--- src/common/color_pkg.sv ---
`default_nettype none

package color_pkg;

  typedef logic [7:0] intensity_t;

  typedef struct packed {
    intensity_t red;
    intensity_t green;
    intensity_t blue;
  } rgb888_t;

  // One on/off bit per channel, as driven onto the panel
  typedef struct packed {
    logic r;
    logic g;
    logic b;
  } rgb_bits_t;

  // Channel is lit while the PWM level sits below its intensity
  function automatic rgb_bits_t pwm_bits(rgb888_t px, intensity_t level);
    rgb_bits_t bits;
    bits.r = (level < px.red);
    bits.g = (level < px.green);
    bits.b = (level < px.blue);
    return bits;
  endfunction

endpackage

`default_nettype wire

--- src/common/panel_pkg.sv ---
`default_nettype none

package panel_pkg;

  localparam int NUM_COLS      = 32;
  localparam int NUM_SCAN_ROWS = 8;  // 1/8 scan with both halves shifted together

  typedef logic [3:0] row_t;
  typedef logic [4:0] col_t;
  typedef logic [2:0] scan_row_t;
  typedef logic [7:0] pwm_level_t;

  // {half, scan row, column}
  typedef logic [8:0] fb_addr_t;

  // Low bits select the scan row, upper bits the PWM level
  typedef logic [10:0] phase_t;

  typedef struct packed {
    row_t                 row;
    col_t                 col;
    color_pkg::rgb888_t   color;
    logic                 write;
  } pixel_write_t;

  typedef struct packed {
    scan_row_t            addr;
    color_pkg::rgb_bits_t rgb_top;
    color_pkg::rgb_bits_t rgb_bottom;
    logic                 lat;
    logic                 sclk;
  } hub75_t;

endpackage

`default_nettype wire

--- src/hub75_scan/shift_clock_gen.sv ---
`default_nettype none

module shift_clock_gen #(
  parameter int CLK_DIV = 6
) (
  input  logic            clk,
  input  logic            rst_n,
  output logic            sclk,
  output panel_pkg::col_t col,
  output logic            col_advance
);

  import panel_pkg::*;

  localparam int CNT_W = $clog2(CLK_DIV);

  logic [CNT_W-1:0] div_cnt;
  logic             toggle;

  assign toggle = (div_cnt == CNT_W'(CLK_DIV - 1));

  // sclk, column count and strobe all move on the same edge
  always_ff @(posedge clk or negedge rst_n) begin
    if (!rst_n) begin
      div_cnt     <= '0;
      sclk        <= 1'b0;
      col         <= '0;
      col_advance <= 1'b0;
    end else begin
      col_advance <= 1'b0;
      if (toggle) begin
        div_cnt <= '0;
        sclk    <= ~sclk;
        if (!sclk) begin  // Rising toggle
          col         <= (col == col_t'(NUM_COLS - 1)) ? '0 : col + 1'b1;
          col_advance <= 1'b1;
        end
      end else begin
        div_cnt <= div_cnt + 1'b1;
      end
    end
  end

  // Strobe marks the first high cycle of sclk and nothing else
  a_adv_on_rise: assert property (
    @(posedge clk) disable iff (!rst_n)
    col_advance |-> (sclk && !$past(sclk))
  ) else $error("shift_clock_gen: col_advance without sclk rise");

endmodule

`default_nettype wire

--- config.mk ---
export PLATFORM = sky130hd
export DESIGN_NAME = shift_clock_gen
export DESIGN_NICKNAME = d
export VERILOG_FILES = /design/src/common/color_pkg.sv /design/src/common/panel_pkg.sv /design/src/hub75_scan/shift_clock_gen.sv
export SDC_FILE = /design/constraint.sdc
export NUM_CORES = 1
export LEC_CHECK = 0
export BUFFER_PORTS_ARGS = -buffer_cell sky130_fd_sc_hd__buf_2
export CORE_AREA = 2 2 39 41
export CTS_CLUSTER_SIZE = 30
export DETAILED_ROUTE_END_ITERATION = 10
export DIE_AREA = 0 0 41 43
export HOLD_SLACK_MARGIN = 0.03
export PLACE_DENSITY_LB_ADDON = 0.05
export SLEW_MARGIN = 20
export SYNTH_ARGS = -nofsm -noshare
export SYNTH_HDL_FRONTEND = slang
export SYNTH_SLANG_ARGS = --single-unit
--- constraint.sdc ---
create_clock -name clk -period 1.4 [get_ports clk]
set_input_delay 0.07 -clock clk [delete_from_list [all_inputs] [get_ports clk]]
set_output_delay 0.07 -clock clk [all_outputs]
set_load 0.05 [all_outputs]
==> results_dict.tcl <==
set metrics [dict create \
    synth-seq-cells 10 \
    clockRootBuffer "clkbuf_4" \
    synth_edf_count 0 \
    synth_fp_nets 44 \
    die_w_um 41 \
    yosysMostFrequentCell "dfrtp_1" \
    overflow 0 \
    tightest_slew_ns 0.231 \
    ys_seq_area_frac 0.546 \
    gp_congestion 0.658 \
    syn-cell-area_um2 458 \
    grt_pass1_wl_mm 1.22 \
    placedInstanceArea_um2 557 \
    firstDrtPassIters 3 \
    cap_violations 0 \
    ys_top_cells_by_area "dfrtp_1, nand2_1, ha_1" \
    path_common_cell "ha_4" \
    dp_cells 65 \
    max-vdd-ir-drop_mv 0.415 \
    dpl.hpwl_um 608 \
    ios 9 \
    syn_area_per_cell_um2 11.4 \
    post-route-min-period_ns 1.35 \
    holdWs_ns 0.178 \
    rsz0062_at_grt "no" \
    cts.sinks 10 \
    min_path_type "in2async" \
    yosys_warnings 0 \
    yosys.cell_types.count 17 \
    timing.critical_path.slowest_cell_delay_ns 0.44 \
    synth_top_area_cell "dfrtp_1" \
    cts-buffers-inserted 3 \
    cts_resized 0 \
    setup_slack_ns 0.0510 \
    placement_rows 14 \
    timing.fmax_ghz 0.741 \
    clock_path_buffers 2 \
    areaGrowthSynthToFinish_pct 33.3 \
    drcViolationCount 0 \
    design_area_um2 611 \
    hold_viol 0 \
    drt-wirelength-per-cell_um 11.3 \
    dieArea_um2 1760 \
    port_buffers 8 \
    routed_wl_um 805 \
    synth_top_area_share 0.546 \
    required_ns 1.61 \
    synth-main-ff-cell "dfrtp_1" \
    fin_worst_skew_ns 0.00292 \
    slowest_stage "dfrtp_2" \
    layout-drive-gt1-share 0.455 \
    crit_chain "ha_4 > and3_4 > ha_4 > nor4b_4 > a21o_1" \
    worst-path-max-fanout 5 \
    diodes 0 \
    clk_pin_slew_worst_paths_ns 0.07 \
    instances_no_fill 71 \
    synth_commonest_cells "dfrtp_1, nand2_1, o21ai_0" \
    h-tree-depth 1 \
    final_max_slew_viol_count 0 \
    num-nets-final 60 \
    first_global_vias 300 \
    post-route-period-util 0.964 \
    core-area_um2 1380 \
    setup-violations-final 0 \
    start_kind "register" \
    crit_type "reg2reg" \
    start_util 0.331 \
    cts_tree "done" \
    status "finished, final reports clean" \
    synth-async-reset-ratio 1.00 \
    synthCells 40 \
    viasPerCell 4.73 \
    drt_first_iter_violations 4 \
    track_usage 0.112 \
    clk_latency_ns 0.27 \
    die_h_um 43 \
    relSlewSlack 0.845 \
    powerDensity_nw_per_um2 923 \
    num_vias 336 \
    preCtsSetupSlack_ns 0.0292 \
    leakage_nw 0.305 \
    antenna_found_initial 0 \
    worst_setup_path_end_kind "register" \
    final_antenna_net_count 0 \
    cp.arrival_ns 1.56 \
    grt_max_degree 11 \
    fillCellCount 133 \
]
worst paths after layout:
path / startpoint / endpoint / slack, ns / cells after the start
setup / recovery: col[1] / col[2] / 0.05 / 5
hold reg to reg: div_cnt[2] / div_cnt[1] / 0.49 / 1
hold / removal: rst_n / sclk / 0.18 / 2
setup reg to reg: col[1] / col[2] / 0.05 / 5
max in group asynchronous: rst_n / col[1] / 1.02 / 2
min in group clk: div_cnt[2] / div_cnt[1] / 0.49 / 1
sequential cells by signal, indices dropped and copies added, names as in the netlist:
| name | count |
|---|---|
| col | 5 |
| div_cnt | 3 |
| col_advance | 1 |
| sclk | 1 |
cells in the final DEF, fill, tap and decap left out, types with 2 or more instances in the layout:
cell,count
nand2_1,8
buf_2,8
dfrtp_1,6
o21ai_0,4
dfrtp_2,4
clkbuf_4,3
buf_4,3
inv_1,2
nand3_1,2
a21o_1,2
ha_4,2
cell families after synthesis:
logic type,after synthesis,synth area share
compound gates,9,0.137
fa+ha+maj,2,0.0546
buf+inv,4,0.0601
flops,10,0.546
simple gates,15,0.202
worst max-delay path: cells and delay by family, from the launching register on:
kind                       cells  cell delay, ns
DFF                            1            0.44
adders and majority gates      2            0.35
and+or+nand+nor                2            0.39
AOI/OAI and AO/OA              1            0.12
per-layer routing:
metal	up-vias	routed length, um	global-route usage	share of wire
met5	-	0	0	0
met4	0	27	0.120	0.034
met3	4	31	0.0314	0.039
met2	7	381	0.138	0.47
met1	157	364	0.141	0.45
li1	168	-	-	-
power breakdown:
part | internal, mW | switching, mW
sequential | 0.289 | 0
clock | 0.158 | 0.109
combinational | 0.00284 | 0.00546
through the flow:
step,util,setup TNS [ns],power (mW)
6_report,0.441,0,0.564
4_1_cts,0.436,0,0.570
2_1_floorplan,-,-0.121,0.294
3_5_place_dp,0.402,0,0.301
5_1_grt,0.441,0,0.587
3_3_place_gp,0.402,0,0.301
cell type report:
class                   count  area (um^2)  area share
flip-flops and latches     10          255       0.418
repair buffers             12         72.6       0.119
multi-input cells          26          210       0.344
inverters                   3         16.3      0.0266
well taps                  16         20.0      0.0328
clock buffers               4         36.3      0.0594
timing repair:
item / CTS / global route
hold buffers: 1 / 0
endpoints found under the hold margin: 10 / 0
buffers inserted: 0 / 1
endpoints found under the setup margin: 0 / 2
(Power assumes the default switching activity.)
