<file path="config.mk">
export PLATFORM = sky130hd
export DESIGN_NAME = hub75_scan
export DESIGN_NICKNAME = d
export VERILOG_FILES = /design/src/common/color_pkg.sv /design/src/common/panel_pkg.sv /design/src/hub75_scan/hub75_scan.sv
export SDC_FILE = /design/constraint.sdc
export NUM_CORES = 1
export LEC_CHECK = 0
export BUFFER_PORTS_ARGS = -buffer_cell sky130_fd_sc_hd__buf_4
export CAP_MARGIN = 15
export CORE_MARGIN = 2
export CORE_UTILIZATION = 35
export DETAILED_ROUTE_END_ITERATION = 12
export GPL_ROUTABILITY_DRIVEN = 0
export HOLD_SLACK_MARGIN = 0.03
export PLACE_DENSITY_LB_ADDON = 0.05
export SLEW_MARGIN = 15
export SYNTH_ARGS = -nofsm -noshare
export SYNTH_HDL_FRONTEND = slang
export SYNTH_SLANG_ARGS = --single-unit
</file>
<file path="constraint.sdc">
create_clock -name clk -period 2.9 [get_ports clk]
set_input_delay 0.58 -clock clk [delete_from_list [all_inputs] [get_ports clk]]
set_output_delay 0.58 -clock clk [all_outputs]
set_load 0.02 [all_outputs]
</file>
<file path="src/common/color_pkg.sv">
`default_nettype none

package color_pkg;

  typedef logic [7:0] intensity_t;

  typedef struct packed {
    intensity_t red;
    intensity_t green;
    intensity_t blue;
  } rgb888_t;

  // One on/off bit per channel, as driven onto the panel
  typedef struct packed {
    logic r;
    logic g;
    logic b;
  } rgb_bits_t;

  // Channel is lit while the PWM level sits below its intensity
  function automatic rgb_bits_t pwm_bits(rgb888_t px, intensity_t level);
    rgb_bits_t bits;
    bits.r = (level < px.red);
    bits.g = (level < px.green);
    bits.b = (level < px.blue);
    return bits;
  endfunction

endpackage

`default_nettype wire

</file>
<file path="src/common/panel_pkg.sv">
`default_nettype none

package panel_pkg;

  localparam int NUM_COLS      = 32;
  localparam int NUM_SCAN_ROWS = 8;  // 1/8 scan with both halves shifted together

  typedef logic [3:0] row_t;
  typedef logic [4:0] col_t;
  typedef logic [2:0] scan_row_t;
  typedef logic [7:0] pwm_level_t;

  // {half, scan row, column}
  typedef logic [8:0] fb_addr_t;

  // Low bits select the scan row, upper bits the PWM level
  typedef logic [10:0] phase_t;

  typedef struct packed {
    row_t                 row;
    col_t                 col;
    color_pkg::rgb888_t   color;
    logic                 write;
  } pixel_write_t;

  typedef struct packed {
    scan_row_t            addr;
    color_pkg::rgb_bits_t rgb_top;
    color_pkg::rgb_bits_t rgb_bottom;
    logic                 lat;
    logic                 sclk;
  } hub75_t;

endpackage

`default_nettype wire

</file>
<file path="src/hub75_scan/hub75_scan.sv">
`default_nettype none

module hub75_scan (
  input  logic                 clk,
  input  logic                 rst_n,
  input  panel_pkg::col_t      col,
  input  logic                 col_advance,
  output panel_pkg::fb_addr_t  rd_addr,
  input  color_pkg::rgb888_t   rd_data,
  output panel_pkg::scan_row_t addr,
  output color_pkg::rgb_bits_t rgb_top,
  output color_pkg::rgb_bits_t rgb_bottom,
  output logic                 lat
);

  import panel_pkg::*;
  import color_pkg::*;

  typedef enum logic [2:0] {
    IDLE,
    LATCH,
    READ_TOP,
    READ_BOTTOM,
    CAPTURE
  } state_t;

  state_t     state;
  state_t     state_next;
  phase_t     phase;
  scan_row_t  scan_row;
  pwm_level_t level;
  rgb_bits_t  px_bits;

  assign scan_row = scan_row_t'(phase);
  assign level    = pwm_level_t'(phase >> $bits(scan_row_t));

  // Bottom half lives at the upper half of the buffer
  assign rd_addr = fb_addr_t'({state == READ_BOTTOM, scan_row, col});

  assign px_bits = pwm_bits(rd_data, level);

  // Panel shows the rows latched during the previous pass
  assign addr = scan_row_t'((int'(scan_row) + NUM_SCAN_ROWS - 1) % NUM_SCAN_ROWS);

  assign lat = (state == LATCH);

  always_comb begin
    state_next = state;
    case (state)
      IDLE: begin
        if (col_advance) begin
          // Wrap to column 0 ends a pass
          state_next = (col == '0) ? LATCH : READ_TOP;
        end
      end
      LATCH:       state_next = READ_TOP;
      READ_TOP:    state_next = READ_BOTTOM;
      READ_BOTTOM: state_next = CAPTURE;
      CAPTURE:     state_next = IDLE;
      default:     state_next = IDLE;
    endcase
  end

  // Comes out of reset already fetching column 0
  always_ff @(posedge clk or negedge rst_n) begin
    if (!rst_n) begin
      state <= READ_TOP;
    end else begin
      state <= state_next;
    end
  end

  always_ff @(posedge clk or negedge rst_n) begin
    if (!rst_n) begin
      phase <= '0;
    end else if (state == LATCH) begin
      phase <= phase + 1'b1;  // Next scan row, PWM level every 8th
    end
  end

  // rd_data holds the top pixel in READ_BOTTOM and the bottom one in CAPTURE
  always_ff @(posedge clk or negedge rst_n) begin
    if (!rst_n) begin
      rgb_top    <= '0;
      rgb_bottom <= '0;
    end else begin
      if (state == READ_BOTTOM) begin
        rgb_top <= px_bits;
      end
      if (state == CAPTURE) begin
        rgb_bottom <= px_bits;
      end
    end
  end

  a_lat_single: assert property (
    @(posedge clk) disable iff (!rst_n)
    lat |=> !lat
  ) else $error("hub75_scan: lat held for more than one cycle");

  // Shift clock must leave room for the whole fetch
  a_adv_in_idle: assert property (
    @(posedge clk) disable iff (!rst_n)
    col_advance |-> (state == IDLE)
  ) else $error("hub75_scan: col_advance in state %s", state.name());

endmodule

`default_nettype wire

</file>
==> run_results.csv, run 1 <==
group,metric,value,unit
layout,fin_util,0.477,
clocking,holdBufCountCts,0,
detailed_routing,routed_wl,3.02,mm
synthesis,synth_area,1460,um^2
place,io_buffers,50,
sta,slew_violations,0,
sta,min_period,1.93,ns
sta,setup_viol,0,
layout,synthToLayoutAreaGrowth,30.8,%
run_status,outcome,"finished clean",
detailed_routing,wl_per_cell,12.1,um
critical_path,critical_path.startpoint,"phase[0]",
synthesis,synth_cells,154,
clocking,clk_pin_slew,0.08,ns
synthesis,ys_seq_area_frac,0.344,
min_path,hp-class,"in -> async",
detailed_routing,drt_iter0_drc,34,
critical_path,required,2.32,ns
sta,worst_slew_pin_slew,0.428,ns
sta,finalHoldViolations,0,
clocking,clk_latency,0.26,ns
power,power,1.34,mW
floorplan,die-height,68.5,um
power,leakage,1.10,nW
sta,setup_tns,0,ns
layout,final_common_cell,"buf_4",
critical_path,critPathCaptureType,"output port",
grt,grt_pass1_wl,4.84,mm
clocking,htreeDepth,1,
grt,overflow,0,
grt,grt_pass1_vias,1179,
layout,final_cell_mix,"50 x buf_4, 26 x inv_1, 23 x ha_1",
layout,multi_input_comb_area,798,um^2
synthesis,ys_seq_elements,20,
detailed_routing,ant_nets,0,
critical_path,ff2ff_setup_slack,1.15,ns
layout,seqCellArea,502,um^2
detailed_routing,dr.pass1.iters,4,
critical_path,crit_type,"reg -> out",
layout,fin_nets,256,
place,hpwlAfterDp,2.53,mm
synthesis,synth_warnings,0,
critical_path,timing.rr.start,"phase[9]",
grt,gr-usage-all-layers,0.138,
detailed_routing,post-route-drc-count,0,
sta,rsz0062_at_grt,"false",
critical_path,r2r_end,"rgb_top[2]",
layout,fillCellCount,411,
floorplan,rows,23,
grt,antenna_found_initial,0,
clocking,post_cts_resized,0,
critical_path,endpoint,"addr[2]",
clocking,cts_setup_buffers,0,
clocking,numCtsBuffers,3,
sta,slew_headroom,0.715,
layout,final_area,1910,um^2
sta,fin_worst_skew,0.00210,ns
floorplan,pin_count,51,
critical_path,r2r_cells,5,
detailed_routing,vias,1189,
critical_path,start_kind,"register",
floorplan,die_area,4700,um^2
power,power.density,705,nW/um^2
synthesis,syn_nets,209,
clocking,cts.sink_count,20,
clocking,cts-root-buf,"clkbuf_8",
floorplan,die_w,68.5,um
detailed_routing,post_drt_via_cell_ratio,4.76,
clocking,clk_path_buf_depth,2,
floorplan,initial_core_util,0.364,
place,placed_area,1840,um^2
synthesis,syn_avg_cell_area,9.47,um^2
critical_path,crit_fanout,6,
sta,fmax,517,MHz
critical_path,crit_arrival,1.35,ns
power,ir_worst_vdd,0.441,mV
layout,post_route_cells_drive_above_1_share,0.295,
synthesis,synth_cell_type_count,28,
clocking,cts_tree,"yes",
grt,grt_max_degree,21,
sta,fin_crit_sh,0.667,
layout,antenna_cells,0,
floorplan,fp.coreArea,4000,um^2
job,drv_cap,0,
-- worst max-delay path: stages (launching register included) --
cell     delay (ns)
dfrtp_1        0.45
inv_1          0.11
ha_1           0.22
xor2_1         0.16
buf_4          0.16
-- final cells by class --
class / count / share of cell area
Sequential cell: 20 / 0.263
Timing Repair Buffer: 50 / 0.197
Tap cell: 50 / 0.0328
Inverter: 26 / 0.0512
Clock buffer: 3 / 0.0217
Multi-Input combinational cell: 100 / 0.419
Clock inverter: 1 / 0.0157
-- cell families after synthesis --
| kind of cell | after synthesis | share of synthesized area |
|---|---|---|
| XOR/XNOR | 11 | 0.0661 |
| AND/OR/NAND/NOR | 41 | 0.166 |
| buffers and inverters | 34 | 0.108 |
| flip-flops | 20 | 0.344 |
| AO/OA/AOI/OAI | 25 | 0.118 |
| adder cells (fa/ha/maj) | 23 | 0.197 |
-- power breakdown --
group | internal (mW) | leakage [nW] | switching (mW) | total [mW]
Sequential | 0.375 | 0.252 | 0.0961 | 0.471
Combinational | 0.272 | 0.811 | 0.322 | 0.594
Clock | 0.184 | 0.0357 | 0.0957 | 0.280
Total | 0.831 | 1.10 | 0.513 | 1.34
-- per-layer routing --
metal  global-route usage  vias up  wire (um)
met4               0.0375        0         20
met5                    0        -          0
met1                0.161      537       1320
met2                0.260       35       1490
met3               0.0195        2        183
li1                     -      615          -
-- registers in the layout, summed over array words and instances, names as in the netlist --
name / cells
phase: 11
rgb_top: 3
state: 3
rgb_bottom: 3
-- per-stage QoR --
stage	hold WS [ns]	std cells	setup WS, ns
final	0.189	250	0.966
after global routing	0.190	250	0.868
after CTS	0.201	250	0.942
after detailed placement	0.478	246	0.868
after global placement	0.470	246	0.934
after floorplan	0.284	154	1.15
-- how the worst min path moves through the flow --
stage                     slack, ns  cells past startpoint  startpoint         end
final                          0.19                      1       rst_n    state[0]
after global routing           0.19                      1       rst_n    state[0]
after CTS                      0.20                      1       rst_n    state[0]
after detailed placement       0.48                      1       rst_n    state[0]
after global placement         0.47                      2  rgb_top[0]  rgb_top[0]
after floorplan                0.28                      0       rst_n    phase[0]
-- synth_stat cells (all sizes together) --
library cell	n	area, um^2
inv	26	97.6
ha	23	288
dfrtp	19	475
nand2	15	56.3
o21ai	10	50.1
buf	8	60.1
xnor2	6	52.6
xor2	5	43.8
nor2	4	15.0
nor3	4	30.0
a2111oi	3	26.3
a21o	3	22.5
a221oi	3	26.3
and2	3	18.8
and3	3	18.8
nand2b	3	18.8
nand4	3	33.8
o2111ai	3	26.3
or3	3	18.8
a211oi	1	7.51
a21boi	1	7.51
a31oi	1	6.26
dfstp	1	26.3
nand3	1	5.00
nand3b	1	7.51
nor3b	1	18.8
Power figures use the tool's default switching activity.
==> inputs of run 2 (changes only) <==
Clock period 2.9 ns to 1.75 ns, I/O delays scaled along.
==> run 2 against run 1 <==
Effect of this change:
- hold slack improved by 0.21 ns
- critical endpoint is now rgb_bottom[2]
- combinational power increased by 73%
- register-to-register slack got worse by 1.1 ns
- count of clock-buffer cells in the layout increased by 1
- critical path depth increased by 1
- global-route usage increased by 1.1 points
- non-clock buffer count increased by 3
==> run_results.csv, run 2 (synthesized netlist as in run 1, its figures left out) <==
group,metric,value,unit
run_status,outcome,"finished clean",
grt,grt_pass1_vias,1251,
layout,final_common_cell,"buf_4",
floorplan,rows,23,
critical_path,r2r_cells,5,
critical_path,start_kind,"register",
sta,setup_tns,0,ns
place,io_buffers,50,
critical_path,path_cells,"ha_1, and3_1, a221oi_1, o21ai_1, o21ai_0",
layout,final_cell_mix,"52 x buf_4, 26 x inv_1, 23 x ha_1",
place,placed_area,1850,um^2
place,place_inst,248,
critical_path,crit_path_top_delay_cell,"dfrtp_2",
detailed_routing,ant_nets,0,
clocking,clk_pin_slew,0.08,ns
grt,gr-usage-all-layers,0.149,
layout,fin_nets,259,
sta,finalHoldViolations,0,
sta,rsz0062_at_grt,"false",
sta,setup_viol,0,
sta,slew_violations,0,
grt,overflow,0,
critical_path,timing.rr.start,"phase[10]",
layout,fillCellCount,418,
detailed_routing,dr.pass1.iters,4,
grt,grt_pass1_wl,5.26,mm
floorplan,die_w,68.5,um
detailed_routing,post_drt_via_cell_ratio,4.81,
layout,fin_cells,253,
critical_path,max_stage_delay,0.45,ns
detailed_routing,wl_per_cell,12.4,um
layout,seqCellArea,505,um^2
clocking,clk_latency,0.26,ns
floorplan,initial_core_util,0.364,
layout,largest_reg_flops,11,
grt,grt_max_degree,21,
power,power.density,1120,nW/um^2
floorplan,pin_count,51,
job,drv_cap,0,
detailed_routing,vias,1216,
sta,fin_worst_skew,0.00359,ns
clocking,clk_path_buf_depth,2,
min_path,whs_endpoint,"state[0]",
power,power,2.17,mW
layout,final_area,1930,um^2
detailed_routing,routed_wl,3.13,mm
critical_path,r2r_end,"rgb_bottom[2]",
layout,antenna_cells,0,
layout,multi_input_comb_area,811,um^2
layout,post_route_cells_drive_above_1_share,0.325,
sta,worst_slew_pin_slew,0.396,ns
sta,slew_headroom,0.729,
grt,antenna_found_initial,0,
power,leakage,1.11,nW
detailed_routing,drt_iter0_drc,17,
critical_path,required,1.92,ns
critical_path,ff2ff_setup_slack,0.09,ns
critical_path,crit_fanout,4,
floorplan,die_area,4700,um^2
clocking,cts.sink_count,20,
floorplan,die-height,68.5,um
min_path,hold_path_depth,3,
critical_path,critPathCaptureType,"register",
place,hpwlAfterDp,2.62,mm
min_path,hp-start,"col_advance",
layout,regMostFlops,"phase",
layout,fin_util,0.483,
floorplan,fp.coreArea,4000,um^2
sta,min_period,1.66,ns
clocking,cts_tree,"yes",
detailed_routing,post-route-drc-count,0,
power,ir_worst_vdd,0.775,mV
layout,synthToLayoutAreaGrowth,32.5,%
clocking,cts-root-buf,"clkbuf_8",
min_path,hp-class,"in -> reg",
critical_path,crit_arrival,1.83,ns
sta,fmax,603,MHz
critical_path,crit_type,"reg -> reg",
sta,fin_crit_sh,0.948,
clocking,numCtsBuffers,3,
clocking,htreeDepth,1,
run 2: layer usage:
| metal | part of all wire | global-route usage | up-vias | wire length [um] |
|---|---|---|---|---|
| met5 | 0 | 0 | - | 0 |
| met4 | 0.0080 | 0.0525 | 0 | 25 |
| met3 | 0.052 | 0.0195 | 2 | 163 |
| met2 | 0.51 | 0.279 | 31 | 1600 |
| met1 | 0.43 | 0.172 | 565 | 1340 |
| li1 | - | - | 618 | - |
run 2: worst max-delay path by stage:
stage                      startpoint             to  cells after the start
final                       phase[10]  rgb_bottom[2]                      5
after global routing         phase[4]     rgb_top[2]                      4
after global placement    rd_data[23]  rgb_bottom[2]                      7
after floorplan              phase[0]        addr[2]                      3
after detailed placement   rd_data[7]  rgb_bottom[0]                      7
after CTS                   phase[10]  rgb_bottom[0]                      5
run 2: power by group:
group          internal, mW  switching (mW)  total, mW
sequential            0.624           0.158      0.782
combinational         0.481           0.550       1.03
clock                 0.200           0.152      0.352
total                  1.31           0.860       2.17
run 2: repair_timing:
| action | in CTS | in global routing |
|---|---|---|
| endpoints found under the setup margin | 4 | 7 |
| gates resized for setup | 2 | 9 |
| hold buffers | 1 | 0 |
| hold endpoints to repair | 19 | 0 |
| setup buffers | 0 | 0 |
run 2: area by class of cell:
| class | instances | area share |
|---|---|---|
| Inverter | 26 | 0.0505 |
| Timing Repair Buffer | 53 | 0.207 |
| Sequential cell | 20 | 0.262 |
| Clock buffer | 4 | 0.0285 |
| Multi-Input combinational cell | 100 | 0.420 |
| Tap cell | 50 | 0.0324 |
run 2: per-stage QoR:
stage	worst slack, ns	hold WS [ns]
2_1_floorplan	0.232	0.0544
3_3_place_gp	0.00204	0.247
3_5_place_dp	-0.0131	0.251
4_1_cts	0.0242	0.400
5_1_grt	0.00264	0.440
6_report	0.0904	0.403
run 2: critical path, delay by kind of cell (launching register included):
kind                       cells  cell delay (ns)
adders and majority gates      1             0.30
DFF                            1             0.45
and+or+nand+nor                1             0.21
AOI/OAI and AO/OA              3             0.62
==> inputs of run 3 (changes only) <==
Settings changed: CORE_UTILIZATION 35 to 40, RECOVER_POWER set to 100, TNS_END_PERCENT set to 20.
==> run 3 against run 2 <==
Effect of this change:
- global-route usage increased by 1.9 points
- sequential power shrank 2%
- die area is 12% lower
==> run_results.csv, run 3 (synthesized netlist as in run 1, its figures left out) <==
group,metric,value,unit
power,leakage,1.02,nW
critical_path,ff2ff_setup_slack,0.1,ns
layout,fin_cells,250,
min_path,hp-start,"col_advance",
grt,grt_pass1_vias,1278,
floorplan,die_w,64.4,um
grt,gr-usage-all-layers,0.168,
min_path,hp-class,"in -> reg",
layout,final_common_cell,"buf_4",
sta,fin_worst_skew,0.000991,ns
floorplan,die_area,4140,um^2
clocking,cts.sink_count,20,
critical_path,timing.rr.start,"phase[9]",
layout,fin_nets,260,
job,drv_cap,0,
clocking,htreeDepth,1,
clocking,numCtsBuffers,3,
layout,seqCellArea,507,um^2
place,place_inst,244,
sta,setup_viol,0,
run_status,outcome,"finished clean",
sta,slew_violations,0,
detailed_routing,post-route-drc-count,0,
layout,post_route_cells_drive_above_1_share,0.240,
detailed_routing,routed_wl,3.12,mm
sta,rsz0062_at_grt,"false",
clocking,clk_path_buf_depth,2,
sta,fin_crit_sh,0.943,
layout,synthToLayoutAreaGrowth,24.8,%
critical_path,critPathCaptureType,"output port",
grt,antenna_found_initial,0,
power,power.density,1070,nW/um^2
detailed_routing,post_drt_via_cell_ratio,4.84,
power,power,1.95,mW
floorplan,pin_count,51,
layout,antenna_cells,0,
critical_path,start_kind,"register",
detailed_routing,drt_iter0_drc,32,
sta,min_period,1.65,ns
layout,regMostFlops,"phase",
floorplan,die-height,64.4,um
sta,fmax,606,MHz
layout,final_cell_mix,"32 x buf_4, 24 x inv_1, 23 x ha_1",
layout,fin_util,0.533,
floorplan,initial_core_util,0.427,
layout,multi_input_comb_area,787,um^2
grt,overflow,0,
layout,largest_reg_flops,11,
place,io_buffers,50,
floorplan,fp.coreArea,3420,um^2
clocking,cts_tree,"yes",
critical_path,crit_fanout,5,
grt,grt_pass1_wl,5.41,mm
critical_path,critical_path.startpoint,"state[1]",
sta,slew_headroom,0.253,
detailed_routing,wl_per_cell,12.5,um
sta,finalHoldViolations,0,
clocking,clk_pin_slew,0.11,ns
grt,grt_max_degree,21,
place,hpwlAfterDp,2.55,mm
layout,fillCellCount,350,
critical_path,required,1.40,ns
detailed_routing,ant_nets,0,
critical_path,crit_arrival,1.30,ns
clocking,cts-root-buf,"clkbuf_4",
power,ir_worst_vdd,0.718,mV
floorplan,rows,21,
clocking,clk_latency,0.31,ns
detailed_routing,dr.pass1.iters,4,
detailed_routing,vias,1209,
critical_path,crit_type,"reg -> out",
sta,worst_slew_pin_slew,1.12,ns
run 3: cell count changes in the layout (fill, tap and decap cells not counted), sizes merged:
| cell | previous run | this run |
|---|---|---|
| clkbuf | 4 | 24 |
| buf | 52 | 33 |
run 3: cell type report:
class                      instances  share of cell area
multi-input combinational        100               0.433
tap                               46              0.0316
inverter                          26              0.0536
timing repair buffer              54               0.184
clock buffer                       4              0.0199
sequential                        20               0.279
run 3: timing repair:
action	4_1_cts	5_1_grt
gates resized for setup	2	15
endpoints found under the hold margin	19	0
setup buffers	0	1
gates cloned	0	0
endpoints found under the setup margin	4	8
hold buffers	1	0
run 3: final timing paths:
check,end,cells after the start
setup / recovery,rd_addr[8],3
hold / removal,state[0],3
setup reg to reg,rgb_top[1],5
hold reg to reg,rgb_top[2],2
max in group asynchronous,phase[1],2
min in group asynchronous,state[2],2
run 3: per-layer routing:
layer / vias up / track usage / part of all wire
li1: 621 / - / -
met1: 550 / 0.201 / 0.45
met2: 34 / 0.296 / 0.49
met3: 4 / 0.0317 / 0.048
met4: 0 / 0.0665 / 0.013
met5: - / 0 / 0
run 3: metrics by stage:
stage	TNS [ns]	cell area, um^2	setup WS (ns)	hold WS, ns
final	0	1820	0.0990	0.358
after CTS	0	1890	0.0121	0.345
after detailed placement	-0.0299	1850	-0.0256	0.247
after global placement	0	1850	0.0632	0.244
after floorplan	0	1460	0.232	0.0544
after global routing	0	1820	0.00433	0.373
run 3: worst max-delay path, stage by stage, from the launching register on:
cell and delay (ns):
dfstp_1 0.65, nand3b_1 0.12, inv_1 0.06, clkbuf_2 0.16
run 3: where the power goes:
group / internal, mW / total (mW) / leakage [nW] / switching [mW]
Combinational: 0.354 / 0.907 / 0.755 / 0.553
Sequential: 0.621 / 0.769 / 0.246 / 0.148
Clock: 0.127 / 0.279 / 0.0210 / 0.151
